`config.mk`:
```
export PLATFORM = sky130hd
export DESIGN_NAME = viir_regs
export DESIGN_NICKNAME = d
export VERILOG_FILES = /design/src/common/viir_pkg.sv /design/src/logic/viir_regs.sv
export SDC_FILE = /design/constraint.sdc
export NUM_CORES = 1
export LEC_CHECK = 0
export ABC_CLOCK_PERIOD_IN_PS = 1600
export BUFFER_PORTS_ARGS = -buffer_cell sky130_fd_sc_hd__buf_2
export CAP_MARGIN = 20
export CORE_ASPECT_RATIO = 0.9
export CORE_UTILIZATION = 45
export CTS_CLUSTER_DIAMETER = 40
export DETAILED_ROUTE_END_ITERATION = 10
export GPL_ROUTABILITY_DRIVEN = 0
export GPL_TIMING_DRIVEN = 0
export HOLD_SLACK_MARGIN = 0.1
export PLACE_DENSITY = 0.81
export SETUP_SLACK_MARGIN = 0.02
export SLEW_MARGIN = 10
export SYNTH_ARGS = -nofsm -noshare
export SYNTH_HDL_FRONTEND = slang
export SYNTH_SLANG_ARGS = --single-unit
```
`constraint.sdc`:
```
create_clock -name ce_clk -period 1.6 [get_ports ce_clk]
set_input_delay 0.08 -clock ce_clk [delete_from_list [all_inputs] [get_ports ce_clk]]
set_output_delay 0.08 -clock ce_clk [all_outputs]
set_load 0.005 [all_outputs]
```
`src/common/viir_pkg.sv`:
```
//------------------------------
// Shared constants and the sample type for the vector IIR filter.
// Every RTL module imports this package with a wildcard import.
// It holds the register map, the datapath widths and the complex
// sample union used on the streams, in the delay memory and in the MAC.
//------------------------------

package viir_pkg;

  //------------------------------
  // Vector length limits
  //------------------------------

  // Largest vector length and the size of the delay memory
  localparam int MAX_DELAY = 255;

  // Smallest vector length
  // Equal to the pipeline depth so y[n-D] is written before it is read
  localparam int MIN_DELAY = 2;

  // Width of the delay field and of the delay pointer
  localparam int DELAY_W = 8;

  //------------------------------
  // Datapath widths
  //------------------------------

  // One complex sample with I in the upper half and Q in the lower half
  localparam int SAMPLE_W = 32;

  // One real or imaginary part
  localparam int PART_W = SAMPLE_W / 2;

  // Alpha and beta are signed Q1.15
  localparam int TAP_W = 16;

  // Shift that brings a Q1.15 product back to sample scale
  localparam int FRAC_BITS = 15;

  // Sum of two full products with one guard bit for the addition
  localparam int ACC_W = TAP_W + PART_W + 1;

  //------------------------------
  // APB register map
  //------------------------------

  localparam int APB_ADDR_W = 8;
  localparam int APB_DATA_W = 32;

  localparam logic [APB_ADDR_W-1:0] REG_DELAY = 8'h00;
  localparam logic [APB_ADDR_W-1:0] REG_ALPHA = 8'h04;
  localparam logic [APB_ADDR_W-1:0] REG_BETA  = 8'h08;

  // Bit position of the read-only MAX_DELAY field in the DELAY register
  localparam int MAX_DELAY_POS = 16;

  //------------------------------
  // Sample word
  //------------------------------

  // Streams and memory see the raw word and the MAC sees the two parts
  typedef union packed {
    logic [SAMPLE_W-1:0] raw;
    struct packed {
      logic signed [PART_W-1:0] i;
      logic signed [PART_W-1:0] q;
    } iq;
  } viir_sample_t;

endpackage

```
`src/logic/viir_regs.sv`:
```
//------------------------------
// APB register slave of the vector IIR filter.
// Holds the vector length, alpha and beta, with no wait states.
// Any accepted write to a known register raises flush for one cycle,
// which clears the filter history and the samples in flight.
// Unknown addresses answer with pslverr and change nothing.
//------------------------------

`timescale 1ns/1ps

module viir_regs
  import viir_pkg::*;
(
  input  logic                  ce_clk,
  input  logic                  ce_rst,
  // APB slave
  input  logic                  psel,
  input  logic                  penable,
  input  logic                  pwrite,
  input  logic [APB_ADDR_W-1:0] paddr,
  input  logic [APB_DATA_W-1:0] pwdata,
  output logic [APB_DATA_W-1:0] prdata,
  output logic                  pready,
  output logic                  pslverr,
  // Filter settings
  output logic [DELAY_W-1:0]    delay_len,
  output logic [TAP_W-1:0]      alpha,
  output logic [TAP_W-1:0]      beta,
  output logic                  flush
);

  logic               access;
  logic               addr_ok;
  logic               wr_ok;
  logic [DELAY_W-1:0] wr_delay;

  // Access phase of any transfer
  assign access = psel & penable;

  // No wait states
  assign pready  = access;
  assign pslverr = access & ~addr_ok;
  assign wr_ok   = access & pwrite & addr_ok;

  // Lengths below the pipeline depth would read history not yet written
  assign wr_delay = (pwdata[DELAY_W-1:0] < DELAY_W'(MIN_DELAY)) ?
                    DELAY_W'(MIN_DELAY) : pwdata[DELAY_W-1:0];

  //------------------------------
  // Address decode and readback
  //------------------------------

  always_comb begin
    prdata  = '0;
    addr_ok = 1'b1;
    case (paddr)
      REG_DELAY: begin
        prdata[DELAY_W-1:0]             = delay_len;
        prdata[MAX_DELAY_POS +: DELAY_W] = DELAY_W'(MAX_DELAY);
      end
      // Taps read back sign extended
      REG_ALPHA: prdata = {{(APB_DATA_W-TAP_W){alpha[TAP_W-1]}}, alpha};
      REG_BETA:  prdata = {{(APB_DATA_W-TAP_W){beta[TAP_W-1]}}, beta};
      default:   addr_ok = 1'b0;
    endcase
  end

  //------------------------------
  // Register writes
  //------------------------------

  always_ff @(posedge ce_clk) begin
    if (ce_rst) begin
      delay_len <= DELAY_W'(MIN_DELAY);
      alpha     <= '0;
      beta      <= '0;
      flush     <= 1'b0;
    end else begin
      // Write lands at the end of the access phase, flush follows a cycle later
      flush <= wr_ok;
      if (wr_ok) begin
        case (paddr)
          REG_DELAY: delay_len <= wr_delay;
          REG_ALPHA: alpha     <= pwdata[TAP_W-1:0];
          REG_BETA:  beta      <= pwdata[TAP_W-1:0];
          default:   ;
        endcase
      end
    end
  end

  // An APB transfer needs a setup phase, so two flushes never touch
  a_flush_single: assert property (
    @(posedge ce_clk) disable iff (ce_rst) flush |=> !flush
  );

endmodule

```
==> metrics, run 1 <==
Starting Density=around half; Largest stage delay, worst path=between 0.4 and 0.5 ns; I/O pin cnt=120; DRC viols=0; Pre-antenna DRT Iters=4; Num CTS Buffers=5; WP buf/inv=3; Via Count=~2.1k; clk buf depth=2; Finished Layout Cells=417; placed wire-length estimate=between 4000 and 5000 um; VDD IR max=0.505 mV; Max Slew Vio Count=0; Post-Syn Instances=232; fmax=674 MHz; initial antenna violation count=0; GR Util All Layers=a little under a quarter; final setup vio count=0; total grt overflow=0; Final WS setup=0.115 ns; flip-flop and latch count after synthesis=between 40 and 50; endpoint class of the critical path=output port; min-delay src=pwdata[3]; Final #Nets=399; TNS Setup=0 ns; Final Hold Viols=0; Reg-to-Reg End=delay_len[0]; CTS H-tree lvls=2; CP cell instances=buf_2 > nor4_4 > nand2_2 > buf_2 > nor2_1 > buf_2; Reg2Reg Depth=2; share of layout cells above drive strength 1=38.9%; P&R area growth vs syn=38.8%; Period Utilization, post-route=between 90% and 100%; Clock Skews=0 ns; diode count=0; Crit path max-delay family=simple AND/OR/NAND/NOR gates; Die Span X=75.9 um; RSZ-0062 raised after global routing=no; Synth warnings=0; Clock Latency Late Sink=a little under 0.3 ns; DRT iter0 DRCs=44; global-route wire length before repair=9340 um; CTS tree=done; r2r setup slk=0.76 ns; row count=23; final total power=2.09 mW; Worst Hold End=delay_len[3]; core area=4580 um^2; CTS clk-pin slew, worst paths=0.08 ns; largest net degree at the start of global routing=13; die area=5200 um^2; leak pwr=1.59 nW; Syn Nets=around 280; status=completed; Max-slew headroom=61.7%; DR WL/cell=14.4 um; post-synthesis sequential area ratio=between 30% and 40%; CP required=between 1.5 and 2 ns; post-route ant nets=0; hold depth=3; Worst setup SP type=input pin; DP Cell Count=396; Avg Vias per Cell=between 5 and 6; Pwr per Cell Area=~680 nW/um^2; number of global-route vias before repair=1861; worst hold path type=input pin to register; pre-CTS WS=-0.283 ns; crit-path max FO=10; most used cell, CP=buf_2; IO buf count=between 100 and 150; die height=68.5 um; Syn Area/Cell=around 9.5 um^2; Crit Path Category=input pin to output port; Worst path slowest cell=nor4_4; Final Core Density=roughly 67%; WL final=6020 um; CTS Root Cell=clkbuf_8; Max Cap Viol=0; Worst-Margin Slew=0.575 ns; Syn Std Cell Area=between 2000 and 2500 um^2; Reg-to-Reg Start=delay_len[0]; fin crit period=1.48 ns; clk sinks=41; CP arrival=1.40 ns; distinct cell type count after synthesis=29; Fillers=roughly 400
[Yosys cell counts, drive strengths merged]
master | count | area, um^2
a211oi | 1 | 7.51
a21o | 1 | 7.51
a21oi | 2 | 10.0
a22oi | 8 | 60.1
a2bb2oi | 8 | 70.1
a31oi | 1 | 6.26
and4 | 1 | 8.76
and4b | 2 | 20.0
buf | 20 | 144
clkbuf | 10 | 37.5
dfxtp | 41 | 821
inv | 2 | 7.51
mux2 | 1 | 11.3
mux2i | 47 | 470
nand2 | 3 | 11.3
nand2b | 55 | 344
nand3 | 1 | 5.00
nand4 | 2 | 33.8
nor2 | 18 | 67.6
nor2b | 3 | 18.8
nor3 | 1 | 5.00
nor4 | 2 | 27.5
nor4b | 1 | 8.76
nor4bb | 1 | 10.0
[registers in the layout, summed over array words and instances, names as in the netlist]
register	count
alpha	16
delay_len	8
beta	16
flush	1
[layout by cell type (no fill, tap or decap)]
master,Yosys,layout
buf_4,16,17
nand3_1,1,1
nor2_4,0,1
a21oi_1,2,1
nand4_4,1,1
a2bb2oi_1,8,8
a22oi_1,8,8
nand2_2,0,1
nor4_1,1,1
a21o_1,1,1
a31oi_1,1,1
buf_6,1,1
bufinv_16,0,1
clkbuf_2,0,1
mux2_2,1,1
nor4b_1,1,1
nor2_1,18,17
nand2_1,3,2
buf_1,2,1
nor3_1,1,1
a21oi_4,0,1
nor4_4,1,1
and4b_1,2,2
mux2i_1,47,47
dlygate4sd3_1,0,12
nand4_2,1,1
clkbuf_1,10,9
and4_1,1,1
inv_1,2,2
nor2b_1,3,3
nand2b_1,55,55
nor4bb_1,1,1
clkbuf_8,0,6
dfxtp_1,41,41
buf_2,1,104
a211oi_1,1,1
clkbuf_4,0,1
[tightest hold or removal path: cells and delay by family]
kind	cells	cell delay [ns]
buf+inv	1	0.11
simple gates	1	0.10
mux	1	0.07
[report_power, final]
| group | internal [mW] | switching (mW) | leakage [nW] | total (mW) |
|---|---|---|---|---|
| registers | 1.02 | 0.000284 | 0.330 | 1.02 |
| logic | 0.0999 | 0.102 | 1.20 | 0.202 |
| clock network | 0.509 | 0.360 | 0.0585 | 0.869 |
[what timing repair did]
action	4_1_cts	5_1_grt
resized for setup	5	6
endpoints found under the setup margin	31	31
buffers inserted	0	1
hold buffers	12	0
hold endpoints to repair	18	0
cloned	0	0
pin swaps	0	1
[cell families (layout without fill, tap and decap cells)]
logic type | Yosys count | in the layout | share of synthesized area, %
multiplexers | 48 | 48 | 21.8
AO/OA/AOI/OAI | 21 | 21 | 7.29
AND/OR/NAND/NOR | 90 | 90 | 25.3
buffers and inverters | 32 | 155 | 8.54
flip-flops | 41 | 41 | 37.1
[layout make-up]
type                            instances  area [um^2]  share of cell area [%]
Multi-Input combinational cell        159         1220                    39.9
Sequential cell                        41          821                    26.7
Timing Repair Buffer                  115          638                    20.8
Buffer                                 30          188                    6.11
Clock buffer                            7         86.3                    2.81
Tap cell                               62         77.6                    2.52
Clock inverter                          1         30.0                   0.977
Inverter                                2         7.51                   0.244
[metrics by stage]
| stage | instance area (um^2) | hold WS (ns) |
|---|---|---|
| CTS | 3050 | 0.110 |
| floorplan | 2210 | 0.217 |
| detailed placement | 2800 | 0.365 |
| global route | 3070 | 0.109 |
| finish | 3070 | 0.104 |
| global placement | 2800 | 0.361 |
[per-layer routing]
layer	GRT usage [%]	share of wire [%]
met5	0	0
met4	4.33	0.68
met3	6.32	9.0
met2	39.3	44
met1	30.6	46
[worst max-delay path by stage]
stage / start / endpoint / depth (start not counted)
2_1_floorplan: paddr[5] / prdata[17] / 4
3_3_place_gp: paddr[5] / prdata[18] / 6
3_5_place_dp: paddr[5] / prdata[18] / 6
4_1_cts: paddr[5] / prdata[25] / 6
5_1_grt: paddr[6] / prdata[3] / 6
6_report: paddr[6] / prdata[6] / 6
Note: power is estimated with default switching activity, not from simulation.
==> run 2, diff against run 1 <==
--- a/config.mk
+++ b/config.mk
@@ -15,7 +15,7 @@
 export GPL_ROUTABILITY_DRIVEN = 0
 export GPL_TIMING_DRIVEN = 0
 export HOLD_SLACK_MARGIN = 0.1
-export PLACE_DENSITY = 0.81
+export PLACE_DENSITY = 0.9
 export SETUP_SLACK_MARGIN = 0.02
 export SLEW_MARGIN = 10
 export SYNTH_ARGS = -nofsm -noshare
==> run 2 against run 1 <==
  * Hold slack got worse by 0.0035 ns
  * Setup slack got worse by 0.030 ns
  * First-iteration DRC count increased by 89%
  * Wire length increased by 6.3%
  * Clock-buffer cell count unchanged
  * Sequential share of layout area increased by 0.32 points
  * Largest cell class unchanged
  * Highest routed layer unchanged
==> metrics, run 2 (synthesized netlist as in run 1, its figures left out) <==
status=completed; worst hold path type=input pin to register; proportion of power drawn by flip-flops and latches=51.8% (+3.0 points); leak pwr=1.58 nW (-0.53%); clk sinks=41 (unchanged); CP required=1.52 ns (about the same); I/O pin cnt=120 (unchanged); Pre-antenna DRT Iters=4 (unchanged); share of layout cells above drive strength 1=39.7% (+0.79 points); CTS tree=done; IO buf count=102 (unchanged); final total power=1.97 mW (-5.8%); total grt overflow=0 (unchanged); Worst setup SP type=input pin; Clock Latency Late Sink=0.29 ns (about the same); CP arrival=1.43 ns (+0.03 ns); Max-slew headroom=63.1% (+1.4 points); CTS Root Cell=clkbuf_8; Max Slew Vio Count=0 (unchanged); core area=4580 um^2 (unchanged); VDD IR max=0.511 mV (+1.2%); Starting Density=48.4% (unchanged); clk buf depth=2 (unchanged); Sw Share=23.5% (+1.4 points); Largest regs=alpha x16, beta x16, delay_len x8; Pwr per Cell Area=648 nW/um^2 (-4.7%); Worst-Margin Slew=0.549 ns (-0.0264 ns); Crit Path Category=input pin to output port; fmax=660 MHz (-2.0%); DRT iter0 DRCs=83 (+89%); diode count=0 (unchanged); Avg Vias per Cell=5.13 (+2.4%); post-route ant nets=0 (unchanged); global-route wire length before repair=10100 um (+8.7%); die area=5200 um^2 (unchanged); Die Span X=75.9 um (unchanged); commonest non-fill, non-tap cell in the layout=buf_2; number of global-route vias before repair=2112 (+13%); CTS H-tree lvls=2 (unchanged); fin crit period=1.51 ns (+0.0296 ns); WL final=6390 um (+6.3%); Final Hold Viols=0 (unchanged); CTS clk-pin slew, worst paths=0.08 ns (about the same); DR WL/cell=15.4 um (+6.8%); P&R area growth vs syn=37.2%; final setup vio count=0 (unchanged); internal power=1.51 mW (-7.5%); largest net degree at the start of global routing=13 (unchanged); Num CTS Buffers=5 (unchanged); placed wire-length estimate=4540 um (+6.4%); Comb power frac=10.1% (+0.4 points); Final WS setup=0.0858 ns (-0.0296 ns); pre-CTS WS=-0.282 ns (+0.000766 ns); switching power=462 uW (+0.10%); row count=23 (unchanged); endpoint class of the critical path=output port; GR Util All Layers=25.3% (+2.0 points); Clock Skews=0 ns (unchanged); Fin Hold WS=0.101 ns (-0.00349 ns); Period Utilization, post-route=94.6% (+1.9 points); Via Count=2129 (+1.9%); clock power share=38.1% (-3.5 points); r2r setup slk=0.76 ns (about the same); die height=68.5 um (unchanged); Max Cap Viol=0 (unchanged); initial antenna violation count=0 (unchanged); RSZ-0062 raised after global routing=yes; crit-path max FO=10 (unchanged); most frequent cells in the layout=buf_2 (103), nand2b_1 (55), mux2i_1 (47); DRC viols=0 (unchanged); Final #Nets=397 (-0.50%)
## run 2: changes by cell type in the layout (fill, tap and decap cells not counted), sizes merged
| cell | before | now |
|---|---|---|
| buf | 123 | 121 |
| clkbuf | 17 | 19 |
| dlygate4sd3 | 12 | 10 |
| bufinv | 1 | 0 |
| clkinv | 0 | 1 |
## run 2: path summary, 6_finish.rpt
| kind | end | cells after the start | start |
|---|---|---|---|
| worst max-delay path | prdata[8] | 6 | paddr[1] |
| worst min-delay path | delay_len[1] | 3 | pwdata[1] |
| worst max register to register | delay_len[0] | 2 | delay_len[0] |
| worst min register to register | alpha[9] | 2 | alpha[9] |
## run 2: power by group through the flow
stage / clock network, mW / registers [mW] / logic, mW
after floorplan: 0 / 1.04 / 0.0944
after global placement: 0 / 1.04 / 0.171
after detailed placement: 0 / 1.04 / 0.175
after CTS: 0.754 / 1.02 / 0.196
after global routing: 0.792 / 1.02 / 0.216
final: 0.749 / 1.02 / 0.200
## run 2: cell type report
class	instances	area (um^2)
sequential	41	821
timing repair buffer	113	618
buffer	30	186
clock inverter	1	5.00
tap	62	77.6
multi-input combinational	159	1220
inverter	2	7.51
fill	392	1540
clock buffer	7	96.3
## run 2: metal layers
layer	global-route usage (%)	vias up	routed length (um)
met5	0	-	0
met4	8.41	0	82
met3	5.26	10	532
met2	47.4	101	3140
met1	29.7	995	2640
li1	-	1023	-
## run 2: critical path: stages
cell and delay [ns]:
buf_2 0.10, nor2_1 0.38, nand2_2 0.29, clkbuf_2 0.30
nor2_1 0.16, buf_2 0.12
## run 2: through the flow
stage	area (um^2)	setup TNS (ns)	utilization [%]	cells
6_report	3040	0	66.4	415
5_1_grt	3040	0	66.4	415
3_3_place_gp	2800	-4.14	61.2	396
2_1_floorplan	2210	0	-	232
4_1_cts	3030	0	66.1	415
3_5_place_dp	2800	-5.63	61.2	396
## run 2: what timing repair did
| item | CTS | global route |
|---|---|---|
| setup endpoints to repair | 31 | 23 |
| hold buffers | 10 | 0 |
| buffers inserted | 1 | 0 |
| pin swaps | 1 | 0 |
| endpoints found under the hold margin | 16 | 0 |
| resized for setup | 6 | 3 |
